--- src/armDpPkg.sv ---
// ARM datapath shared definitions
package armDpPkg;

  localparam int dataW = 32;   // datapath word
  localparam int regAddrW = 4; // register address

  // data-processing opcodes, ARM encoding order
  typedef enum logic [3:0] {
    opAnd,
    opEor,
    opSub,
    opRsb,
    opAdd,
    opAdc,
    opSbc,
    opRsc,
    opTst,
    opTeq,
    opCmp,
    opCmn,
    opOrr,
    opMov,
    opBic,
    opMvn
  } aluOpE;

  typedef enum logic [1:0] {
    shLsl,
    shLsr,
    shAsr,
    shRor
  } shiftTypeE;

  // condition field, ARM order; cNv never executes
  typedef enum logic [3:0] {
    cEq, cNe, cCs, cCc,
    cMi, cPl, cVs, cVc,
    cHi, cLs, cGe, cLt,
    cGt, cLe, cAl, cNv
  } condE;

  // bit positions in the NZCV word
  localparam int flagN = 3;
  localparam int flagZ = 2;
  localparam int flagC = 1;
  localparam int flagV = 0;

  // test and compare opcodes only update flags
  function automatic logic writesReg(aluOpE op);
    return !(op inside {opTst, opTeq, opCmp, opCmn});
  endfunction

endpackage

--- src/armAlu.sv ---
// ALU for the data-processing opcodes
`timescale 1ns/1ps

module armAlu (
  input  armDpPkg::aluOpE            aluOp,
  input  logic [armDpPkg::dataW-1:0] aOp,
  input  logic [armDpPkg::dataW-1:0] bOp,
  input  logic                       shiftCarry,
  input  logic [3:0]                 flagsIn,
  output logic [armDpPkg::dataW-1:0] result,
  output logic [3:0]                 flagsOut
);

  localparam int dataW = armDpPkg::dataW;
  localparam int msb = dataW - 1;

  logic [dataW-1:0] addX, addY, logicRes;
  logic addCin;
  logic isArith;
  logic [dataW:0] addSum;
  logic addV;

  // operand setup for the one shared adder
  always_comb begin
    addX = aOp;
    addY = bOp;
    addCin = 1'b0;
    isArith = 1'b1;
    logicRes = '0;
    case (aluOp)
      armDpPkg::opAnd, armDpPkg::opTst: begin
        isArith = 1'b0;
        logicRes = aOp & bOp;
      end
      armDpPkg::opEor, armDpPkg::opTeq: begin
        isArith = 1'b0;
        logicRes = aOp ^ bOp;
      end
      armDpPkg::opOrr: begin
        isArith = 1'b0;
        logicRes = aOp | bOp;
      end
      armDpPkg::opMov: begin
        isArith = 1'b0;
        logicRes = bOp;
      end
      armDpPkg::opBic: begin
        isArith = 1'b0;
        logicRes = aOp & ~bOp;
      end
      armDpPkg::opMvn: begin
        isArith = 1'b0;
        logicRes = ~bOp;
      end
      armDpPkg::opSub, armDpPkg::opCmp: begin
        addY = ~bOp; // a - b as a + ~b + 1
        addCin = 1'b1;
      end
      armDpPkg::opRsb: begin
        addX = bOp;
        addY = ~aOp;
        addCin = 1'b1;
      end
      armDpPkg::opAdd, armDpPkg::opCmn: addCin = 1'b0;
      armDpPkg::opAdc: addCin = flagsIn[armDpPkg::flagC];
      armDpPkg::opSbc: begin
        addY = ~bOp;
        addCin = flagsIn[armDpPkg::flagC]; // borrow is !C
      end
      armDpPkg::opRsc: begin
        addX = bOp;
        addY = ~aOp;
        addCin = flagsIn[armDpPkg::flagC];
      end
      default: isArith = 1'b1;
    endcase
  end

  assign addSum = {1'b0, addX} + {1'b0, addY} + {{dataW{1'b0}}, addCin};
  assign addV = (addX[msb] == addY[msb]) && (addSum[msb] != addX[msb]);

  assign result = isArith ? addSum[dataW-1:0] : logicRes;

  always_comb begin
    flagsOut[armDpPkg::flagN] = result[msb];
    flagsOut[armDpPkg::flagZ] = (result == '0);
    flagsOut[armDpPkg::flagC] = isArith ? addSum[dataW] : shiftCarry;
    flagsOut[armDpPkg::flagV] = isArith ? addV : flagsIn[armDpPkg::flagV]; // logical keeps V
  end

endmodule

--- src/armDatapath.sv ---
// ARM integer datapath top level
`timescale 1ns/1ps

module armDatapath #(
  parameter int numRegs = 16,
  parameter int shiftW = 5
) (
  input  logic                          phi1,
  input  logic                          rstN,
  input  logic                          opValid,
  output logic                          opReady,
  input  armDpPkg::aluOpE               aluOp,
  input  armDpPkg::condE                cond,
  input  logic [armDpPkg::regAddrW-1:0] rA,
  input  logic [armDpPkg::regAddrW-1:0] rB,
  input  logic [armDpPkg::regAddrW-1:0] rS,
  input  logic [armDpPkg::regAddrW-1:0] wA,
  input  armDpPkg::shiftTypeE           shiftType,
  input  logic [shiftW-1:0]             shiftAmt,
  input  logic                          shiftByReg,
  input  logic                          useImm,
  input  logic [armDpPkg::dataW-1:0]    imm,
  input  logic                          setFlags,
  output logic                          resValid,
  input  logic                          resReady,
  output logic [armDpPkg::dataW-1:0]    result,
  output logic [3:0]                    flags,
  output logic                          skipped
);

  logic [armDpPkg::dataW-1:0] rdA, rdB, rdS;
  logic [3:0] statFlags;
  logic exValid, exSetFlags, exAdvance, execute;
  armDpPkg::aluOpE exAluOp;
  armDpPkg::condE exCond;
  armDpPkg::shiftTypeE exShiftType;
  logic [armDpPkg::regAddrW-1:0] exWa, wrAddr;
  logic [armDpPkg::dataW-1:0] aOp, bOp, bShifted, aluResult, wrData;
  logic [shiftW-1:0] sAmt;
  logic shiftCarry, wrEn, flagsWrEn;
  logic [3:0] aluFlags, flagsIn;

  regFile #(.numRegs(numRegs)) regs (
    .phi1(phi1), .rstN(rstN),
    .rA(rA), .rB(rB), .rS(rS),
    .rdA(rdA), .rdB(rdB), .rdS(rdS),
    .wrEn(wrEn), .wrAddr(wrAddr), .wrData(wrData),
    .flagsWrEn(flagsWrEn), .flagsIn(flagsIn), .flagsOut(statFlags)
  );

  operandStage #(.shiftW(shiftW)) opStage (
    .phi1(phi1), .rstN(rstN),
    .opValid(opValid), .opReady(opReady),
    .aluOp(aluOp), .cond(cond), .rA(rA), .rB(rB), .rS(rS), .wA(wA),
    .shiftType(shiftType), .shiftAmt(shiftAmt), .shiftByReg(shiftByReg),
    .useImm(useImm), .imm(imm), .setFlags(setFlags),
    .rdA(rdA), .rdB(rdB), .rdS(rdS),
    .exAdvance(exAdvance), .execute(execute), .fwdResult(aluResult),
    .exValid(exValid), .aOp(aOp), .bOp(bOp), .sAmt(sAmt),
    .exAluOp(exAluOp), .exCond(exCond), .exShiftType(exShiftType),
    .exWa(exWa), .exSetFlags(exSetFlags)
  );

  barrelShift #(.shiftW(shiftW)) shifter (
    .shiftType(exShiftType), .amount(sAmt), .operand(bOp),
    .carryIn(statFlags[armDpPkg::flagC]),
    .shifted(bShifted), .carryOut(shiftCarry)
  );

  armAlu alu (
    .aluOp(exAluOp), .aOp(aOp), .bOp(bShifted),
    .shiftCarry(shiftCarry), .flagsIn(statFlags),
    .result(aluResult), .flagsOut(aluFlags)
  );

  detectSkip skipDet (
    .cond(exCond), .flags(statFlags), .execute(execute)
  );

  resultStage resStage (
    .phi1(phi1), .rstN(rstN),
    .exValid(exValid), .execute(execute),
    .aluResult(aluResult), .aluFlags(aluFlags), .flagsCur(statFlags),
    .aluOp(exAluOp), .wA(exWa), .setFlags(exSetFlags),
    .resReady(resReady), .exAdvance(exAdvance),
    .resValid(resValid), .result(result), .flags(flags), .skipped(skipped),
    .wrEn(wrEn), .wrAddr(wrAddr), .wrData(wrData),
    .flagsWrEn(flagsWrEn), .flagsIn(flagsIn)
  );

endmodule

--- src/barrelShift.sv ---
// Barrel shifter for operand B
`timescale 1ns/1ps

module barrelShift #(
  parameter int shiftW = 5
) (
  input  armDpPkg::shiftTypeE        shiftType,
  input  logic [shiftW-1:0]          amount,
  input  logic [armDpPkg::dataW-1:0] operand,
  input  logic                       carryIn,
  output logic [armDpPkg::dataW-1:0] shifted,
  output logic                       carryOut
);

  localparam int dataW = armDpPkg::dataW;

  // one extra bit catches the last bit shifted out
  logic [dataW:0] lslExt;
  logic [dataW:0] lsrExt;
  logic [dataW:0] asrExt;
  logic [2*dataW-1:0] rorExt;

  assign lslExt = {1'b0, operand} << amount;
  assign lsrExt = {operand, 1'b0} >> amount;
  assign asrExt = $signed({operand, 1'b0}) >>> amount;
  assign rorExt = {operand, operand} >> amount;

  always_comb begin
    shifted = operand;  // amount zero passes through
    carryOut = carryIn;
    if (amount != '0) begin
      case (shiftType)
        armDpPkg::shLsl: {carryOut, shifted} = lslExt;
        armDpPkg::shLsr: {shifted, carryOut} = lsrExt;
        armDpPkg::shAsr: {shifted, carryOut} = asrExt;
        armDpPkg::shRor: begin
          shifted = rorExt[dataW-1:0];
          carryOut = rorExt[dataW-1]; // msb of rotated word
        end
        default: begin
          shifted = operand;
          carryOut = carryIn;
        end
      endcase
    end
  end

endmodule

--- src/detectSkip.sv ---
// Condition code evaluation
`timescale 1ns/1ps

module detectSkip (
  input  armDpPkg::condE cond,
  input  logic [3:0]     flags,
  output logic           execute
);

  logic n, z, c, v;

  assign n = flags[armDpPkg::flagN];
  assign z = flags[armDpPkg::flagZ];
  assign c = flags[armDpPkg::flagC];
  assign v = flags[armDpPkg::flagV];

  always_comb begin
    case (cond)
      armDpPkg::cEq: execute = z;
      armDpPkg::cNe: execute = !z;
      armDpPkg::cCs: execute = c;
      armDpPkg::cCc: execute = !c;
      armDpPkg::cMi: execute = n;
      armDpPkg::cPl: execute = !n;
      armDpPkg::cVs: execute = v;
      armDpPkg::cVc: execute = !v;
      armDpPkg::cHi: execute = c && !z;
      armDpPkg::cLs: execute = !c || z;
      armDpPkg::cGe: execute = (n == v);
      armDpPkg::cLt: execute = (n != v);
      armDpPkg::cGt: execute = !z && (n == v);
      armDpPkg::cLe: execute = z || (n != v);
      armDpPkg::cAl: execute = 1'b1;
      default: execute = 1'b0; // NV
    endcase
  end

endmodule

--- src/operandStage.sv ---
// Operand fetch and execute register
`timescale 1ns/1ps

module operandStage #(
  parameter int shiftW = 5
) (
  input  logic                          phi1,
  input  logic                          rstN,
  input  logic                          opValid,
  output logic                          opReady,
  input  armDpPkg::aluOpE               aluOp,
  input  armDpPkg::condE                cond,
  input  logic [armDpPkg::regAddrW-1:0] rA,
  input  logic [armDpPkg::regAddrW-1:0] rB,
  input  logic [armDpPkg::regAddrW-1:0] rS,
  input  logic [armDpPkg::regAddrW-1:0] wA,
  input  armDpPkg::shiftTypeE           shiftType,
  input  logic [shiftW-1:0]             shiftAmt,
  input  logic                          shiftByReg,
  input  logic                          useImm,
  input  logic [armDpPkg::dataW-1:0]    imm,
  input  logic                          setFlags,
  input  logic [armDpPkg::dataW-1:0]    rdA,
  input  logic [armDpPkg::dataW-1:0]    rdB,
  input  logic [armDpPkg::dataW-1:0]    rdS,
  input  logic                          exAdvance,
  input  logic                          execute,   // condition result of the held item
  input  logic [armDpPkg::dataW-1:0]    fwdResult,
  output logic                          exValid,
  output logic [armDpPkg::dataW-1:0]    aOp,
  output logic [armDpPkg::dataW-1:0]    bOp,
  output logic [shiftW-1:0]             sAmt,
  output armDpPkg::aluOpE               exAluOp,
  output armDpPkg::condE                exCond,
  output armDpPkg::shiftTypeE           exShiftType,
  output logic [armDpPkg::regAddrW-1:0] exWa,
  output logic                          exSetFlags
);

  logic exWrites;
  logic [armDpPkg::dataW-1:0] selA, selB, selS;

  // held item writes back on the edge a new request would be accepted
  assign exWrites = exValid && execute && armDpPkg::writesReg(exAluOp);

  assign selA = (exWrites && rA == exWa) ? fwdResult : rdA;
  assign selB = (exWrites && rB == exWa) ? fwdResult : rdB;
  assign selS = (exWrites && rS == exWa) ? fwdResult : rdS;

  assign opReady = !exValid || exAdvance;

  always_ff @(posedge phi1 or negedge rstN) begin
    if (!rstN) begin
      exValid <= 1'b0;
    end else if (opReady) begin
      exValid <= opValid;
    end
  end

  always_ff @(posedge phi1) begin
    if (opValid && opReady) begin
      aOp <= selA;
      bOp <= useImm ? imm : selB;
      sAmt <= shiftByReg ? selS[shiftW-1:0] : shiftAmt; // low bits of Rs
      exAluOp <= aluOp;
      exCond <= cond;
      exShiftType <= shiftType;
      exWa <= wA;
      exSetFlags <= setFlags;
    end
  end

endmodule

--- src/regFile.sv ---
// Register file and NZCV status
`timescale 1ns/1ps

module regFile #(
  parameter int numRegs = 16
) (
  input  logic                          phi1,
  input  logic                          rstN,
  input  logic [armDpPkg::regAddrW-1:0] rA,
  input  logic [armDpPkg::regAddrW-1:0] rB,
  input  logic [armDpPkg::regAddrW-1:0] rS,
  output logic [armDpPkg::dataW-1:0]    rdA,
  output logic [armDpPkg::dataW-1:0]    rdB,
  output logic [armDpPkg::dataW-1:0]    rdS,
  input  logic                          wrEn,
  input  logic [armDpPkg::regAddrW-1:0] wrAddr,
  input  logic [armDpPkg::dataW-1:0]    wrData,
  input  logic                          flagsWrEn,
  input  logic [3:0]                    flagsIn,
  output logic [3:0]                    flagsOut
);

  localparam int idxW = $clog2(numRegs);

  logic [armDpPkg::dataW-1:0] regs [numRegs];
  logic [3:0] stat; // NZCV

  // combinational reads, forwarding handled upstream
  assign rdA = regs[rA[idxW-1:0]];
  assign rdB = regs[rB[idxW-1:0]];
  assign rdS = regs[rS[idxW-1:0]];
  assign flagsOut = stat;

  always_ff @(posedge phi1 or negedge rstN) begin
    if (!rstN) begin
      for (int i = 0; i < numRegs; i++) begin
        regs[i] <= '0;
      end
    end else if (wrEn) begin
      regs[wrAddr[idxW-1:0]] <= wrData;
    end
  end

  always_ff @(posedge phi1 or negedge rstN) begin
    if (!rstN) begin
      stat <= '0;
    end else if (flagsWrEn) begin
      stat <= flagsIn;
    end
  end

endmodule

--- src/resultStage.sv ---
// Result register and write-back
`timescale 1ns/1ps

module resultStage (
  input  logic                          phi1,
  input  logic                          rstN,
  input  logic                          exValid,
  input  logic                          execute,
  input  logic [armDpPkg::dataW-1:0]    aluResult,
  input  logic [3:0]                    aluFlags,
  input  logic [3:0]                    flagsCur,  // flags before this item
  input  armDpPkg::aluOpE               aluOp,
  input  logic [armDpPkg::regAddrW-1:0] wA,
  input  logic                          setFlags,
  input  logic                          resReady,
  output logic                          exAdvance,
  output logic                          resValid,
  output logic [armDpPkg::dataW-1:0]    result,
  output logic [3:0]                    flags,
  output logic                          skipped,
  output logic                          wrEn,
  output logic [armDpPkg::regAddrW-1:0] wrAddr,
  output logic [armDpPkg::dataW-1:0]    wrData,
  output logic                          flagsWrEn,
  output logic [3:0]                    flagsIn
);

  logic capture;

  assign exAdvance = !resValid || resReady; // free or draining now
  assign capture = exValid && exAdvance;

  // write-back happens once, on the capture edge
  assign wrEn = capture && execute && armDpPkg::writesReg(aluOp);
  assign wrAddr = wA;
  assign wrData = aluResult;
  assign flagsWrEn = capture && execute && setFlags;
  assign flagsIn = aluFlags;

  always_ff @(posedge phi1 or negedge rstN) begin
    if (!rstN) begin
      resValid <= 1'b0;
    end else if (exAdvance) begin
      resValid <= exValid;
    end
  end

  always_ff @(posedge phi1) begin
    if (capture) begin
      result <= aluResult;
      flags <= flagsWrEn ? aluFlags : flagsCur;
      skipped <= !execute;
    end
  end

endmodule

--- config.mk ---
export PLATFORM = sky130hd
export DESIGN_NAME = armDatapath
export DESIGN_NICKNAME = d
export VERILOG_FILES = /design/src/armDpPkg.sv /design/src/armAlu.sv /design/src/armDatapath.sv /design/src/barrelShift.sv /design/src/detectSkip.sv /design/src/operandStage.sv /design/src/regFile.sv /design/src/resultStage.sv
export SDC_FILE = /design/constraint.sdc
export NUM_CORES = 2
export LEC_CHECK = 0
export BUFFER_PORTS_ARGS = -buffer_cell sky130_fd_sc_hd__buf_4
export CAP_MARGIN = 20
export CORE_UTILIZATION = 60
export CTS_CLUSTER_SIZE = 8
export DETAILED_ROUTE_END_ITERATION = 10
export GPL_TIMING_DRIVEN = 0
export PLACE_DENSITY = 0.77
export SETUP_SLACK_MARGIN = 0.4
export SKIP_LAST_GASP = 1
export SLEW_MARGIN = 10
export SYNTH_ARGS = -nofsm -noshare
export SYNTH_HDL_FRONTEND = slang
export SYNTH_HIERARCHICAL = 1
export SYNTH_SLANG_ARGS = --single-unit
--- constraint.sdc ---
create_clock -name phi1 -period 7.6 [get_ports phi1]
set_clock_uncertainty 0.05 [all_clocks]
set_input_delay 0.38 -clock phi1 [delete_from_list [all_inputs] [get_ports phi1]]
set_output_delay 0.38 -clock phi1 [all_outputs]
set_load 0.1 [all_outputs]
==> reports/qor.yml, run 1 <==
die:
  fp.dieH_um: 277
  die_x_um: 277
  ioPinCount: 109
  start_util: 0.607
  rows: 100
logic_synthesis:
  synth_fp_nets: 4080
  postSynthAreaPerCell_um2: 11.5
  synth_warnings: 6
  syn_area_um2: 45200
  synthCells: 3945
placed_design:
  postPlaceCellArea_um2: 47600
  place_congestion: 1.20
  port_buffers: 108
  place_hpwl_um: 165000
clock_network:
  root_buffer: "clkbuf_16"
  cts_buffers: 90
  h-tree-depth: 3
  ctsLongestPathBuffers: 3
outcome:
  haltStage: "global routing (5_1_grt)"
  status: "aborted with a tool error"
  error: "[ERROR GRT-0116] Global routing finished with congestion. Check the congestion regions in the DRC Viewer."
global_routing:
  grt_pass1_wl_um: 469000
  first_global_vias: 56500
  grt-ovfl-total: 1115
  track_usage: 0.849
  grt_start_max_net_pins: 115
==> metal layers <==
layer  global-route usage  overflow
met1                0.837        39
met2                0.980       589
met3                0.739        75
met4                0.863       401
met5                0.470        11
==> timing repair <==
item	4_1_cts
setup endpoints to repair	448
endpoints found under the hold margin	59
pin swaps	15
gates resized for setup	166
buffers inserted	18
hold buffers	17
==> stage by stage <==
stage / utilization / instances / worst slack [ns] / setup TNS [ns]
4_1_cts: 0.684 / 5204 / 0.326 / 0
3_5_place_dp: 0.638 / 5041 / -1.52 / -113.77
3_3_place_gp: 0.634 / 5022 / -2.47 / -324.82
2_1_floorplan: - / 3945 / 1.57 / 0
==> run 2: changes to the inputs <==
--- a/config.mk
+++ b/config.mk
@@ -7,12 +7,10 @@
 export LEC_CHECK = 0
 export BUFFER_PORTS_ARGS = -buffer_cell sky130_fd_sc_hd__buf_4
 export CAP_MARGIN = 20
-export CORE_UTILIZATION = 60
-export CTS_CLUSTER_SIZE = 8
+export CORE_UTILIZATION = 40
 export DETAILED_ROUTE_END_ITERATION = 10
 export GPL_TIMING_DRIVEN = 0
-export PLACE_DENSITY = 0.77
-export SETUP_SLACK_MARGIN = 0.4
+export PLACE_DENSITY_LB_ADDON = 0.15
 export SKIP_LAST_GASP = 1
 export SLEW_MARGIN = 10
 export SYNTH_ARGS = -nofsm -noshare
==> run 2 against run 1 <==
  * The flow now finishes, with violations (negative setup slack)
  * Synthesized cell count is the same
  * Area after synthesis is the same
==> reports/qor.yml, run 2 <==
outcome:
  status: "complete, but fails checks"  # was aborted with a tool error
  violations: "negative setup slack"
timing:
  setup_viol: 12
  hold_ws_ns: 0.0647
  fin_ws_ns: -0.0627
  worst_slew_pin_slew_ns: 1.33
  layout_min_cycle_time_ns: 7.66
  hold_viol: 0
  max_freq_mhz: 131
  maxSlewViolCount: 0
  slew_headroom: 0.0912
  fin_crit_sh: 1.01
die:
  rows: 122  # was 100
  coreArea_um2: 111000
  die_x_um: 338  # was 277 µm
  die_area_um2: 114000
  fp.dieH_um: 338  # was 277 µm
  start_util: 0.406  # was 0.607
  ioPinCount: 109  # unchanged
worst_setup_path:
  cp_cell_sequence: "clkbuf_2 -> nor3_2 -> buf_4 -> nand2_1 -> buf_2 -> buf_2 -> clkbuf_2 -> o32a_1 -> nand2_1 -> o21ai_0 -> o21ai_0 -> ha_1 -> o21a_1 -> o31a_1 -> o211ai_1 -> a21o_1 -> o21ai_1 -> xor2_1 -> a221oi_1 -> inv_2 -> buf_4 -> clkbuf_1 -> mux2_2"
  worstSetupStartpointType: "flop"
  critPathBufInv: 8
  critPathKind: "reg2reg"
  end_kind: "flop"
  cp.required_ns: 8.08
  crit_path_top_delay_cell: "edfxtp_1"
  crit_path_max_incr_delay_ns: 0.63
  path_max_fanout: 10
  crit_family: "buffers and inverters"
  cp.arrival_ns: 8.15
layout:
  fin_cells: 5738
  areaGrowthSynthToFinish_pct: 14.1
  nNetsFinal: 4326
  largest_reg_flops: 512
  mostFrequentLayoutCells: "575 x mux2_2, 518 x dfrtp_1, 317 x mux4_2, 312 x nand2_1, 193 x buf_4"
  final_layout_size_suffix_gt1_frac: 0.350
  final_common_cell: "mux2_2"
  regMostFlops: "regs/regs"
global_routing:
  grt_pass1_wl_um: 299000
  grt-ovfl-total: 0
  grt_start_max_net_pins: 108
  antenna_found_initial: 15
  track_usage: 0.367
  first_global_vias: 37500
placed_design:
  port_buffers: 108  # unchanged
  dp_slack_ns: -1.62  # was -1.52 ns
  place_congestion: 1.07  # was 1.20
  dp_cells: 5573  # was 5,041
  place_hpwl_um: 163000  # was 165,000 µm
route:
  ant_nets: 0
  vias: 38600
  first_iter_violations: 4861
  vias_per_cell: 6.72
  post_drt_wl_per_cell_um: 37.3
  first_pass_iters: 8
  drc: 0
  finalWirelength_um: 214000
power_and_ir_drop:
  ir_drop_mv: 0.205
  totalPowerFinal_mw: 16.9
  leakage_nw: 21.7
  power.density_nw_per_um2: 327
clock_network:
  clk_pin_slew_ns: 0.06
  cts_buffers: 76  # was 90
  cts_sinks: 639
  ctsLongestPathBuffers: 3  # unchanged
  cts_tree: "done"
  root_buffer: "clkbuf_16"  # unchanged
  clkLatencyLatePin_ns: 0.68
  h-tree-depth: 3  # unchanged
logic_synthesis:
  synth_warnings: 6  # unchanged
  syn_area_um2: 45200  # unchanged
  synthCells: 3945  # unchanged
  postSynthAreaPerCell_um2: 11.5  # unchanged
  synth_fp_nets: 4080  # unchanged
hold_path:
  holdCritPathClass: "in2reg"
job:
  drv_cap: 0
[run 2: final cells by class]
class                           instances  area [µm²]
Sequential cell                       639       16600
Fill cell                           10400       59800
Inverter                               98         370
Timing Repair Buffer                  171        1530
Tap cell                             1488        1860
Buffer                                426        2210
Multi-Input combinational cell       2779       26500
Clock buffer                          102        2100
Antenna cell                            1        2.50
Clock inverter                         34         459
[run 2: final timing paths]
kind                                                  from                         end  slack, ns  cells past startpoint
worst max-delay path             opStage/sAmt[4]$_DFFE_PP_  regs/regs[309]$_DFFE_PN0P_      -0.06                     23
worst min-delay path                                imm[3]    opStage/bOp[3]$_DFFE_PP_       0.06                      3
worst max register to register   opStage/sAmt[4]$_DFFE_PP_  regs/regs[309]$_DFFE_PN0P_      -0.06                     23
worst min register to register  regs/regs[423]$_DFFE_PN0P_  regs/regs[423]$_DFFE_PN0P_       0.47                      1
max in group asynchronous                             rstN    regs/regs[2]$_DFFE_PN0P_       5.87                      4
min in group asynchronous                             rstN  regs/regs[151]$_DFFE_PN0P_       0.20                      2
[run 2: per-stage QoR]
| stage | utilization | setup TNS, ns | cell area [µm²] |
|---|---|---|---|
| 3_5_place_dp | 0.435 | -197.28 | 48400 |
| 6_report | 0.463 | -0.541 | 51600 |
| 2_1_floorplan | - | 0 | 45200 |
| 5_1_grt | 0.463 | -0.00695 | 51600 |
| 3_3_place_gp | 0.430 | -738.98 | 47900 |
| 4_1_cts | 0.461 | -0.0216 | 51400 |
[run 2: power by group]
group | switching [mW] | internal [mW]
Clock | 1.57 | 2.17
Combinational | 4.33 | 3.11
Sequential | 0.937 | 4.74
[run 2: worst min-delay path, stage by stage]
cell,delay [ns]
buf_4,0.07
and2_1,0.11
a221o_1,0.10
[run 2: repair_timing]
action,in CTS,in global routing
hold buffers,17,0
resized for setup,58,53
pin swaps,7,5
buffers inserted,8,6
endpoints found under the hold margin,69,0
endpoints found under the setup margin,398,84
[run 2: layer usage]
metal / vias to the layer above / global-route usage / share of wire
met5: - / 0 / 0.00023
met2: 2218 / 0.569 / 0.45
met1: 20000 / 0.490 / 0.40
met3: 566 / 0.0733 / 0.086
li1: 15700 / - / -
met4: 10 / 0.185 / 0.062
Power figures use the tool's default switching activity.
